### src/fetch_consts.svh
`ifndef FETCH_CONSTS_SVH
`define FETCH_CONSTS_SVH

// Rolling request tag, wraps at 16
`define FETCH_TAG_WIDTH 4

// One word per line, index taken from pc bits 5:2
`define ICACHE_LINES 16

// Program counter after reset
`define FETCH_RESET_PC 32'h0000_0000

// Opcode field of an instruction word
`define OPCODE_MSB 31
`define OPCODE_LSB 26

// Cycles a wait loop may spin before it gives up
`define FETCH_TIMEOUT 200

`endif

### src/bus_pkg.sv
`default_nettype none

package bus_pkg;

	// Request side of the memory bus
	// The level stays high with a stable address until ready
	typedef struct packed {
		logic        req;
		logic [31:0] addr;
	} bus_req_t;

	// Response side, ready is a single-cycle pulse with data
	typedef struct packed {
		logic        ready;
		logic [31:0] rdata;
	} bus_rsp_t;

endpackage

`default_nettype wire

### src/fetch_pkg.sv
`default_nettype none

`include "fetch_consts.svh"

package fetch_pkg;

	typedef logic [`FETCH_TAG_WIDTH-1:0] fetch_tag_t;

	typedef enum logic [1:0] {
		ST_ISSUE,
		ST_WAIT_REPLY,
		ST_WAIT_BRANCH
	} fetch_state_e;

	// Only jump and conditional branch matter to fetch
	typedef enum logic [5:0] {
		OP_PLAIN  = 6'd0,
		OP_JUMP   = 6'd2,
		OP_BRANCH = 6'd4
	} opcode_e;

	// Request from the pc sequencer to the cache
	typedef struct packed {
		fetch_tag_t  tag;
		logic [31:0] pc;
	} cache_req_t;

	// Cache reply, tag echoes the request it answers
	typedef struct packed {
		fetch_tag_t  tag;
		logic [31:0] instr;
	} cache_rsp_t;

	typedef struct packed {
		logic        valid;
		fetch_tag_t  tag;
		logic [31:0] instr;
		logic [31:0] pc;
	} fetch_out_t;

	// Back end reports the tag of a resolved branch and where to go
	typedef struct packed {
		fetch_tag_t  tag;
		logic [31:0] next_pc;
	} branch_resolve_t;

endpackage

`default_nettype wire

### src/pc_sequencer.sv
`default_nettype none

`include "fetch_consts.svh"

module pc_sequencer (
	input  wire logic           i_clock,
	input  wire logic           i_reset,
	input  wire logic           i_next_tag,
	input  wire logic           i_step,
	input  wire logic           i_redirect,
	input  wire logic [31:0]    i_redirect_pc,
	output fetch_pkg::cache_req_t o_req
);
	import fetch_pkg::*;

	cache_req_t req_q;
	fetch_tag_t tag_plus_one;
	logic [31:0] pc_plus_four;

	assign tag_plus_one = req_q.tag + 1'b1;
	assign pc_plus_four = req_q.pc + 32'd4;

	always_ff @(posedge i_clock) begin
		if (i_reset) begin
			req_q.tag <= '0;
			req_q.pc <= `FETCH_RESET_PC;
		end else begin
			// Tag wraps naturally at its width
			if (i_next_tag) begin
				req_q.tag <= tag_plus_one;
			end

			// Branch target wins over the sequential step
			if (i_redirect) begin
				req_q.pc <= i_redirect_pc;
			end else if (i_step) begin
				req_q.pc <= pc_plus_four;
			end
		end
	end

	// Tag and pc change together on the same edge
	assign o_req = req_q;

endmodule

`default_nettype wire

### src/icache.sv
`default_nettype none

`include "fetch_consts.svh"

module icache (
	input  wire logic                  i_clock,
	input  wire logic                  i_reset,
	input  wire fetch_pkg::cache_req_t i_req,
	output fetch_pkg::cache_rsp_t      o_rsp,
	output bus_pkg::bus_req_t          o_bus,
	input  wire bus_pkg::bus_rsp_t     i_bus
);
	import fetch_pkg::*;

	localparam int INDEX_BITS = $clog2(`ICACHE_LINES);
	localparam int ATAG_BITS = 30 - INDEX_BITS;

	// Line storage
	logic [`ICACHE_LINES-1:0] line_valid;
	logic [ATAG_BITS-1:0] line_atag [`ICACHE_LINES];
	logic [31:0] line_data [`ICACHE_LINES];

	// Tag of the last request taken in
	fetch_tag_t last_tag;

	// Reply registers
	fetch_tag_t rsp_tag;
	logic [31:0] rsp_instr;

	// Bus request registers
	logic bus_req_q;
	logic [31:0] bus_addr_q;

	logic [INDEX_BITS-1:0] req_index;
	logic [ATAG_BITS-1:0] req_atag;
	logic [INDEX_BITS-1:0] fill_index;
	logic [ATAG_BITS-1:0] fill_atag;
	logic new_req;
	logic hit;
	logic fill_done;

	assign req_index = i_req.pc[INDEX_BITS+1:2];
	assign req_atag = i_req.pc[31:INDEX_BITS+2];

	// A fill writes the line its bus address points at
	assign fill_index = bus_addr_q[INDEX_BITS+1:2];
	assign fill_atag = bus_addr_q[31:INDEX_BITS+2];

	// A changed tag marks a new request, ignored while a fill runs
	assign new_req = !bus_req_q && (i_req.tag != last_tag);
	assign hit = line_valid[req_index] && (line_atag[req_index] == req_atag);
	assign fill_done = bus_req_q && i_bus.ready;

	always_ff @(posedge i_clock) begin
		if (i_reset) begin
			last_tag <= '0;
			rsp_tag <= '0;
			bus_req_q <= 1'b0;
			line_valid <= '0;
		end else begin
			if (new_req) begin
				last_tag <= i_req.tag;
				if (hit) begin
					rsp_tag <= i_req.tag;
				end else begin
					bus_req_q <= 1'b1;
				end
			end

			// Request drops in the cycle after ready
			if (fill_done) begin
				bus_req_q <= 1'b0;
				line_valid[fill_index] <= 1'b1;
				rsp_tag <= last_tag;
			end
		end
	end

	always_ff @(posedge i_clock) begin
		if (new_req) begin
			if (hit) begin
				rsp_instr <= line_data[req_index];
			end else begin
				bus_addr_q <= i_req.pc;
			end
		end

		// Filled word goes to the line and straight to the reply
		if (fill_done) begin
			line_atag[fill_index] <= fill_atag;
			line_data[fill_index] <= i_bus.rdata;
			rsp_instr <= i_bus.rdata;
		end
	end

	assign o_rsp = '{tag: rsp_tag, instr: rsp_instr};
	assign o_bus = '{req: bus_req_q, addr: bus_addr_q};

endmodule

`default_nettype wire

### src/fetch_control.sv
`default_nettype none

`include "fetch_consts.svh"

module fetch_control (
	input  wire logic                       i_clock,
	input  wire logic                       i_reset,
	input  wire logic                       i_stall,
	input  wire fetch_pkg::cache_req_t      i_req,
	input  wire fetch_pkg::cache_rsp_t      i_rsp,
	input  wire fetch_pkg::branch_resolve_t i_resolve,
	output logic                            o_next_tag,
	output logic                            o_step,
	output logic                            o_redirect,
	output logic [31:0]                     o_redirect_pc,
	output fetch_pkg::fetch_out_t           o_fetch
);
	import fetch_pkg::*;

	fetch_state_e state;
	opcode_e opcode;
	logic is_branch;
	logic reply_current;
	logic accept;
	logic resolved;

	// Jump/branch check on the returned word
	assign opcode = opcode_e'(i_rsp.instr[`OPCODE_MSB:`OPCODE_LSB]);
	assign is_branch = (opcode == OP_JUMP) || (opcode == OP_BRANCH);

	// While a tag command is in flight the old tags still match,
	// and that reply was already delivered
	assign reply_current = (i_rsp.tag == i_req.tag) && !o_next_tag;
	assign accept = (state == ST_WAIT_REPLY) && reply_current && !i_stall;

	// Back end names the branch we are holding for
	assign resolved = (state == ST_WAIT_BRANCH) && (i_resolve.tag == o_fetch.tag);

	always_ff @(posedge i_clock) begin
		if (i_reset) begin
			state <= ST_ISSUE;
			o_next_tag <= 1'b0;
			o_step <= 1'b0;
			o_redirect <= 1'b0;
			o_fetch <= '0;
		end else begin
			// Commands and valid are single-cycle pulses
			o_next_tag <= 1'b0;
			o_step <= 1'b0;
			o_redirect <= 1'b0;
			o_fetch.valid <= 1'b0;

			case (state)
				ST_ISSUE: begin
					if (!i_stall) begin
						o_next_tag <= 1'b1;
						state <= ST_WAIT_REPLY;
					end
				end

				ST_WAIT_REPLY: begin
					if (accept) begin
						o_fetch.valid <= 1'b1;
						o_fetch.tag <= i_rsp.tag;
						o_fetch.instr <= i_rsp.instr;
						o_fetch.pc <= i_req.pc;
						o_step <= 1'b1;

						// Hold here until the branch outcome is known
						if (is_branch) begin
							state <= ST_WAIT_BRANCH;
						end else begin
							o_next_tag <= 1'b1;
						end
					end
				end

				ST_WAIT_BRANCH: begin
					if (resolved) begin
						o_redirect <= 1'b1;
						state <= ST_ISSUE;
					end
				end

				default: begin
					state <= ST_ISSUE;
				end
			endcase
		end
	end

	// Target travels with the redirect pulse
	always_ff @(posedge i_clock) begin
		if (resolved) begin
			o_redirect_pc <= i_resolve.next_pc;
		end
	end

endmodule

`default_nettype wire

### src/fetch_top.sv
`default_nettype none

module fetch_top (
	input  wire logic                       i_clock,
	input  wire logic                       i_reset,
	input  wire logic                       i_stall,
	input  wire fetch_pkg::branch_resolve_t i_resolve,
	output bus_pkg::bus_req_t               o_bus,
	input  wire bus_pkg::bus_rsp_t          i_bus,
	output fetch_pkg::fetch_out_t           o_fetch
);
	import fetch_pkg::*;

	cache_req_t cache_req;
	cache_rsp_t cache_rsp;

	// Commands from the FSM to the sequencer
	logic next_tag;
	logic step;
	logic redirect;
	logic [31:0] redirect_pc;

	pc_sequencer pc_sequencer_i (
		.i_clock(i_clock),
		.i_reset(i_reset),
		.i_next_tag(next_tag),
		.i_step(step),
		.i_redirect(redirect),
		.i_redirect_pc(redirect_pc),
		.o_req(cache_req)
	);

	icache icache_i (
		.i_clock(i_clock),
		.i_reset(i_reset),
		.i_req(cache_req),
		.o_rsp(cache_rsp),
		.o_bus(o_bus),
		.i_bus(i_bus)
	);

	fetch_control fetch_control_i (
		.i_clock(i_clock),
		.i_reset(i_reset),
		.i_stall(i_stall),
		.i_req(cache_req),
		.i_rsp(cache_rsp),
		.i_resolve(i_resolve),
		.o_next_tag(next_tag),
		.o_step(step),
		.o_redirect(redirect),
		.o_redirect_pc(redirect_pc),
		.o_fetch(o_fetch)
	);

endmodule

`default_nettype wire

### config.mk
export PLATFORM = sky130hd
export DESIGN_NAME = fetch_top
export DESIGN_NICKNAME = d
export VERILOG_FILES = /design/src/bus_pkg.sv /design/src/fetch_pkg.sv /design/src/pc_sequencer.sv /design/src/icache.sv /design/src/fetch_control.sv /design/src/fetch_top.sv
export VERILOG_INCLUDE_DIRS = /design/src
export SDC_FILE = /design/constraint.sdc
export NUM_CORES = 1
export LEC_CHECK = 0
export BUFFER_PORTS_ARGS = -buffer_cell sky130_fd_sc_hd__clkbuf_2
export CAP_MARGIN = 20
export CORE_AREA = 2 2 337 339
export CTS_CLUSTER_DIAMETER = 150
export DETAILED_ROUTE_END_ITERATION = 8
export DIE_AREA = 0 0 339 341
export SYNTH_ARGS = -nofsm -noshare
export SYNTH_HDL_FRONTEND = slang
export SYNTH_SLANG_ARGS = --single-unit
### constraint.sdc
create_clock -name i_clock -period 13 [get_ports i_clock]
set_input_delay 2.6 -clock i_clock [delete_from_list [all_inputs] [get_ports i_clock]]
set_output_delay 2.6 -clock i_clock [all_outputs]
set_load 0.01 [all_outputs]
# Word-level counts from Yosys, hierarchy flattened
# Memory sizes are Yosys's and may differ from the RTL's. A register that Yosys moved wholly into a read port is not among the register bits.
# Cells that the tools add are included.
# classes
mux	30
order_cmp	3
n_addsub	2
n_eq_ne	12
reduce_logical	23
n_bitwise	4
# ops
op	n
2-to-1 mux 32 bit	5
2-to-1 mux 69 bit	1
adder 32 x 3 -> 32 bit (second input constant)	1
2-to-1 mux 4 bit	7
== test 26 bit	1
OR 16 bit	1
less-than comparator 4 x 5 -> 1 bit (second input constant)	2
2-to-1 mux 1 bit	9
== test 4 bit	2
logical AND 1 bit	8
2-to-1 mux 2 bit	4
== test 6 x 2 -> 1 bit (second input constant)	1
== test 6 x 3 -> 1 bit (second input constant)	1
inequality test 2 x 1 -> 1 bit (second input constant)	3
one-hot mux 2 bit (3 select lines)	1
AND reduction 2 bit	3
nonzero test 2 bit	3
OR reduction 2 bit	3
adder 4 x 1 -> 4 bit (second input constant)	1
binary-select mux 1 bit (select 4 bit)	1
demux 1 bit (select 4 bit)	1
>= comparator 4 x 1 -> 1 bit (second input constant)	1
inequality test 4 bit	1
AND reduction 4 bit	1
8 further kinds	12
# word_totals
out_inout_bits	102
regBits	231
mem_bits_rw	928
in_bits	72
memories	2
# memory_table
name	depth	width	rd	rd_clocked_by_memory_dff	write_ports	line_no	text
icache_i.line_data	16	32	1	1	1	icache.sv:21	logic [31:0] line_data [`ICACHE_LINES];
icache_i.line_atag	16	26	1	1	1	icache.sv:20	logic [ATAG_BITS-1:0] line_atag [`ICACHE_LINES];

# Logic depth before layout (Yosys ltp)
# Gate-level depths: netlist of the first run.
# depth
word_depth	6
depth_mapped	12
depth_no_buf	8

# Modules after synthesis
# Synthesis of the first run repeated with hierarchy kept, for this count alone.
# unflattened
hier_cells	2286
hier_area_um2	45260.9
# modules_own_cells
mod	cells_each	instances	area_each_um2	seq_area_each_um2
icache	1686	1	38913.6	30289.0
fetch_control	361	1	4379.2	2422.3
pc_sequencer	239	1	1968.1	720.7

# Least setup slack after synthesis of the first run
# No wires, ideal clock.
# synth_path
path_kind	input-to-reg
start	input i_bus[32] (netlist name)
end	memory icache_i.line_atag[3][0] (netlist name) (enable)
path_slack_ns	5.394
t_required_ns	12.453
stages	4
t_arrival_ns	7.059
path_buffers	1
setup_time_ns	0.547
path_cell_list	and2_1 > clkbuf_1 > nand3_1 > nor3_1
# synth_via
elab_chain_cells	3
# synth_rtl
element	line_no	text
start, declared	fetch_top.sv:9	input wire bus_pkg::bus_rsp_t i_bus,
logical AND 1 bit	icache.sv:52	assign fill_done = bus_req_q && i_bus.ready;
2-to-1 mux 1 bit	icache.sv:89	if (fill_done) begin
2-to-1 mux 1 bit (implied by the code)	icache.sv:90	line_atag[fill_index] <= fill_atag;
end, declared	icache.sv:20	
# No other way between the ends.

==> results of run 1 <==
-- metal layers --
layer,wire length [µm],vias to the layer above,track usage [%]
li1,-,9676,-
met1,46100,12033,26.1
met2,55400,860,32.2
met3,7700,162,3.19
met4,2350,8,4.90
met5,52,-,0
-- worst min-delay path, cell delays in order, from the launching register on --
cell	delay [ns]
dfxtp_1	0.31
nand2_1	0.05
a21oi_1	0.05
-- cell families (layout without fill, tap and decap cells) --
kind of cell	Yosys count	count (layout)
AOI/OAI and AO/OA	170	170
xor gates and xnor gates	71	71
adders and majority gates	2	2
buffers and inverters	144	457
DFF	1162	1162
muxes	374	374
other	0	1
and+or+nand+nor	394	394
-- sequential cells by signal, summed over array words and instances, names as in the netlist, named ones only --
register,flops
fetch_control_i.state,2
icache_i.line_valid,16
pc_sequencer_i.o_req,36
fetch_control_i.o_fetch,68
icache_i.bus_addr_q,32
icache_i.bus_req_q,1
fetch_control_i.o_redirect_pc,32
icache_i.line_atag,416
fetch_control_i.o_step,1
icache_i.rsp_instr,32
icache_i.line_data,512
icache_i.last_tag,4
fetch_control_i.o_redirect,1
icache_i.rsp_tag,4
fetch_control_i.o_next_tag,1
-- per-stage QoR --
step / instances / utilization [%] / power [W] / worst slack [ns]
final: 4131 / 45.8 / 0.00795 / 7.18
after global routing: 4131 / 45.8 / 0.00819 / 6.84
after global placement: 3907 / 42.2 / 0.00457 / 7.18
after detailed placement: 3908 / 42.2 / 0.00458 / 7.11
after CTS: 4129 / 45.8 / 0.00802 / 7.10
after floorplan: 2317 / - / 0.00442 / 5.39
-- power by group --
part	total (W)	switching, W	leakage, nW	internal [W]
logic	0.000273	0.000173	3.87	0.000101
registers	0.00423	0.0000810	10.4	0.00415
clock network	0.00345	0.00140	1.95	0.00205
-- final timing paths --
path	startpoint	endpoint	slack (ns)
setup / recovery	flip-flop	icache_i.rsp_instr[4]	7.18
hold reg to reg	fetch_control_i.o_fetch[39]	fetch_control_i.o_fetch[39]	0.46
hold / removal	fetch_control_i.o_fetch[39]	fetch_control_i.o_fetch[39]	0.46
setup reg to reg	flip-flop	icache_i.rsp_instr[4]	7.18
-- placed cells by master, fill, tap and decap left out, types with 6 or more instances in the layout --
master	Yosys	final
nand2_1	167	165
nor2b_1	9	9
nand4_1	16	16
and3_1	15	14
a22oi_1	19	19
nor2_1	115	103
clkbuf_2	0	172
dfxtp_1	138	133
o21ai_0	7	7
and2_1	7	7
xor2_1	29	29
inv_1	9	8
nor2_4	0	12
mux2_2	33	33
a21oi_1	97	97
mux4_2	243	243
clkbuf_1	71	35
nor3_1	10	6
xnor2_1	42	42
clkbuf_8	0	19
bufinv_16	0	12
mux2i_1	94	94
clkinv_2	0	16
clkbuf_16	0	120
clkinv_1	1	13
nand3_1	25	24
buf_4	7	51
edfxtp_1	1024	1024
-- layout make-up --
cell class                      count  area [µm²]
Antenna cell                        1        2.50
Clock buffer                      174        3400
Clock inverter                     47         609
Fill cell                        9486       60600
Inverter                           11        42.5
Multi-Input combinational cell   1011       10500
Sequential cell                  1162       33500
Tap cell                         1500        1880
Timing Repair Buffer              225        1290
==> flow_summary_export.csv, run 1 <==
group,metric,value,unit
outcome,outcome,"completed",
grt,grt_max_degree,90,
timing,rsz0062_at_grt,"false",
clock_network,htreeDepth,3,
floorplanning,start_util,39.8,%
clock_network,clk_transition_reported_paths,0.06,ns
clock_network,cts_tree,"built",
timing,setup_viol,0,
timing,hold_ws,0.458,ns
timing,worst_slew_pin_slew,1.07,ns
critical_path,crit_cells,11,
floorplanning,fp.dieH,341,µm
synthesis,syn_nets,2391,
critical_path,cpMostUsedCell,"buf_4",
floorplanning,die-area,116000,µm²
grt,first_global_vias,23548,
synthesis,syn_area,44500,µm²
critical_path,arrival,6.14,ns
route,drc,0,
timing,slew_violations,0,
route,vias,22739,
synthesis,synth_top_cell_by_area,"edfxtp_1",
power_and_ir_drop,p_per_area,155,nW/µm²
timing,min_period,5.82,ns
route,vias_per_cell,5.50,
timing,hold_violations,0,
clock_network,hold_buffers,0,
floorplanning,core,112000,µm²
grt,grt_usage,19.2,%
floorplanning,rows,123,
synthesis,ys_types,66,
synthesis,synthFlopType,"edfxtp_1",
critical_path,crit_buf_inv,3,
synthesis,ys_ff_latch,1162,
grt,overflow,0,
critical_path,crit_path_start_kind,"flip-flop",
critical_path,critical_path_required,13.33,ns
floorplanning,die_x,339,µm
placement,gp_congestion,0.783,
synthesis,syn_inst,2317,
grt,antenna_found_initial,7,
clock_network,cts_made_buffers,116,
route,wire_per_inst,27.0,µm
cells_and_area,nets,2601,
critical_path,critPathMaxStageDelay,0.92,ns
min_path,min_path_cells,2,
cells_and_area,postLayoutCellArea,51300,µm²
route,drtPass1Iterations,8,
clock_network,cts_setup_buffers,0,
synthesis,synth-adder-area-share,0.0563,%
synthesis,ys_seq_area_share,75.3,%
route,ant_nets,0,
synthesis,synth_edf_count,1024,
critical_path,endpoint_kind,"flip-flop",
placement,post_dp_cell_area,47200,µm²
synthesis,synth_top_area_share,69.1,%
critical_path,ff2ff_path_depth,11,
timing,fin_skew,0.0299,ns
timing,fin_tns_setup,0,ns
power_and_ir_drop,leakagePower,16.2,nW
job,cap_violations,0,
synthesis,synth_commonest_cells,"1024 x edfxtp_1, 243 x mux4_2, 167 x nand2_1",
critical_path,path_class,"flip-flop to flip-flop",
synthesis,yosysWarnings,0,
min_path,hold_class,"flip-flop to flip-flop",
critical_path,critical-path-top-delay-family,"buffers and inverters",
placement,portBuffers,173,
grt,grt_pass1_wl,162,mm
timing,relSlewSlack,28.4,%
critical_path,slowest_stage,"buf_4",
route,wl,112,mm
synthesis,synth_most_common_cell,"edfxtp_1",
synthesis,synthXorXnorAreaFrac,1.40,%
cells_and_area,synthToLayoutAreaGrowth,15.2,%
synthesis,synth.area.top_cells,"edfxtp_1 69%, mux4_2 12%, dfxtp_1 6.2%",
cells_and_area,drive_gt1_share,27.2,%
power_and_ir_drop,vdd.ir_drop.worst,127,µV
critical_path,cp_max_fo,60,
synthesis,async_flop_share,0,%
clock_network,cts_buffer_depth,3,
placement,dp_hpwl,62.3,mm
synthesis,synth-simple-area-share,3.98,%
clock_network,clkLatencyLatePin,0.70,ns
clock_network,ctsResizeCount,0,
synthesis,synth_mux_area_share,15.5,%
synthesis,synth_top_family_by_area,"multiplexers",
synthesis,syn_avg_cell_area,19.2,µm²
synthesis,synth-compound-area-share,2.37,%
floorplanning,ios,174,
clock_network,clock-sinks,1162,
timing,max_freq,172,MHz
timing,min_period_over_period,44.8,%
clock_network,cts_root_buf,"clkbuf_16",
route,initialDrtViolationCount,2209,
critical_path,path_cells,"buf_4 > buf_4 > mux4_2 > a22o_1 > a221oi_1 > xor2_1 > o211ai_1 > nor4b_2 > nand3_1 > nand2_2 > buf_4",
(Power assumes the default switching activity.)
==> run 2, diff against run 1 <==
==> constraint.sdc (replaced) <==
create_clock -name i_clock -period 5 [get_ports i_clock]
set_input_delay 1 -clock i_clock [delete_from_list [all_inputs] [get_ports i_clock]]
set_output_delay 1 -clock i_clock [all_outputs]
set_load 0.01 [all_outputs]
==> flow_summary_export.csv, run 2 (same netlist as run 1, synthesis figures left out) <==
group,metric,value,unit
outcome,outcome,"completed",
cells_and_area,drive_gt1_share,27.4,%
timing,min_period,4.18,ns
timing,rsz0062_at_grt,"false",
clock_network,cts_made_buffers,114,
grt,antenna_found_initial,5,
floorplanning,rows,123,
clock_network,cts_tree,"built",
clock_network,cts_setup_buffers,0,
clock_network,htreeDepth,3,
critical_path,critical-path-top-delay-family,"simple AND/OR/NAND/NOR gates",
floorplanning,fp.dieH,341,µm
timing,worst_slew_pin_slew,1.05,ns
clock_network,cts_root_buf,"clkbuf_16",
clock_network,ctsResizeCount,0,
clock_network,clock-sinks,1162,
timing,min_period_over_period,83.7,%
timing,slew_violations,0,
cells_and_area,postLayoutCellArea,51300,µm²
cells_and_area,layout_common_cells,"1024 x edfxtp_1, 243 x mux4_2, 172 x clkbuf_2",
critical_path,slowest_stage,"dfxtp_4",
route,vias,22868,
critical_path,cp_max_fo,27,
critical_path,crit_path_start_kind,"flip-flop",
placement,gp_congestion,0.833,
grt,grt_pass1_wl,163,mm
route,initialDrtViolationCount,2403,
critical_path,ff2ff_path_depth,10,
cells_and_area,reg_top3,"icache_i.line_data: 512 flops, icache_i.line_atag: 416 flops, fetch_control_i.o_fetch: 68 flops",
job,cap_violations,0,
critical_path,r2r_setup_slack,0.82,ns
critical_path,path_cells,"buf_4 > mux4_2 > or4b_2 > o2111a_1 > nand3_1 > nand4_1 > nor4_4 > nand3_1 > nand2_2 > buf_12",
route,ant_nets,0,
critical_path,critical_path_required,5.39,ns
clock_network,clk_transition_reported_paths,0.06,ns
critical_path,endpoint_kind,"flip-flop",
route,drtPass1Iterations,6,
power_and_ir_drop,leakagePower,16.2,nW
floorplanning,start_util,39.8,%
grt,overflow,0,
critical_path,r2r_end,"icache_i.rsp_instr[9]",
grt,first_global_vias,22997,
grt,grt_usage,19.4,%
floorplanning,die-area,116000,µm²
route,vias_per_cell,5.51,
critical_path,crit_cells,10,
timing,relSlewSlack,30.3,%
cells_and_area,top_register,"icache_i.line_data",
cells_and_area,final_cell_count_no_fill,4147,
critical_path,crit_buf_inv,2,
critical_path,path_class,"flip-flop to flip-flop",
critical_path,critPathMaxStageDelay,0.74,ns
cells_and_area,synthToLayoutAreaGrowth,15.4,%
cells_and_area,largest_reg_flops,512,
floorplanning,die_x,339,µm
placement,portBuffers,173,
route,wire_per_inst,27.3,µm
timing,fin_skew,0.0289,ns
min_path,hold_class,"flip-flop to flip-flop",
placement,placed_cells,3928,
placement,dp_hpwl,63.9,mm
floorplanning,core,112000,µm²
clock_network,clkLatencyLatePin,0.72,ns
clock_network,cts_buffer_depth,3,
power_and_ir_drop,vdd.ir_drop.worst,317,µV
grt,grt_max_degree,71,
timing,max_freq,239,MHz
route,wl,113,mm
cells_and_area,layout_commonest_cell,"edfxtp_1",
critical_path,cp-endpoint,"icache_i.rsp_instr[9]",
cells_and_area,nets,2619,
power_and_ir_drop,p_per_area,396,nW/µm²
timing,hold_violations,0,
floorplanning,ios,174,
critical_path,cpMostUsedCell,"nand3_1",
timing,fin_tns_setup,0,ns
timing,setup_viol,0,
clock_network,hold_buffers,0,
placement,post_dp_cell_area,47500,µm²
critical_path,arrival,4.58,ns
route,drc,0,
[run 2: changes by cell type in the layout (fill, tap and decap cells not counted), sizes merged]
| cell | delta |
|---|---|
| buf | +20 |
| clkinvlp | +3 |
| clkinv | +9 |
| clkbuf | -16 |
[run 2: through the flow]
stage	utilization [%]	power [W]	setup WS [ns]	hold WS, ns
after floorplan	-	0.0115	0.564	0.406
after global placement	42.5	0.0119	0.788	0.446
final	45.9	0.0203	0.816	0.454
after detailed placement	42.5	0.0119	0.813	0.450
after CTS	45.8	0.0205	0.810	0.422
after global routing	45.9	0.0209	0.611	0.444
[run 2: layer usage]
layer  vias to the layer above  part of all wire, %  global-route usage [%]
li1                       9724                    -                       -
met1                     12102                   41                    26.6
met2                       855                   49                    31.9
met3                       177                  7.2                    4.08
met4                        10                  2.2                    4.81
met5                         -                0.057                       0
[run 2: cell type report]
type | instances | area, µm²
Multi-Input combinational cell | 1011 | 10500
Inverter | 11 | 42.5
Fill cell | 9407 | 60600
Timing Repair Buffer | 245 | 1580
Clock inverter | 59 | 631
Clock buffer | 158 | 3130
Sequential cell | 1162 | 33500
Tap cell | 1500 | 1880
Antenna cell | 1 | 2.50
[run 2: worst min-delay path: cells and delay by family, from the launching register on]
kind	cells	cell delay, ns
flip-flops	1	0.31
AO/OA/AOI/OAI	1	0.05
AND/OR/NAND/NOR	1	0.05
[run 2: worst min-delay path by stage]
stage | depth (start not counted) | start | endpoint
global placement | 2 | icache_i.line_valid[1] | icache_i.line_valid[1]
detailed placement | 2 | fetch_control_i.o_fetch[2] | fetch_control_i.o_fetch[2]
finish | 2 | fetch_control_i.o_fetch[58] | fetch_control_i.o_fetch[58]
CTS | 1 | i_resolve[31] | fetch_control_i.o_redirect_pc[31]
global route | 1 | i_resolve[23] | fetch_control_i.o_redirect_pc[23]
floorplan | 0 | pc_sequencer_i.o_req[10] | icache_i.bus_addr_q[10]
[run 2: power by group]
| part | internal [W] | switching (W) | total, W |
|---|---|---|---|
| clock network | 0.00499 | 0.00363 | 0.00862 |
| logic | 0.000272 | 0.000460 | 0.000732 |
| registers | 0.0108 | 0.000195 | 0.0110 |
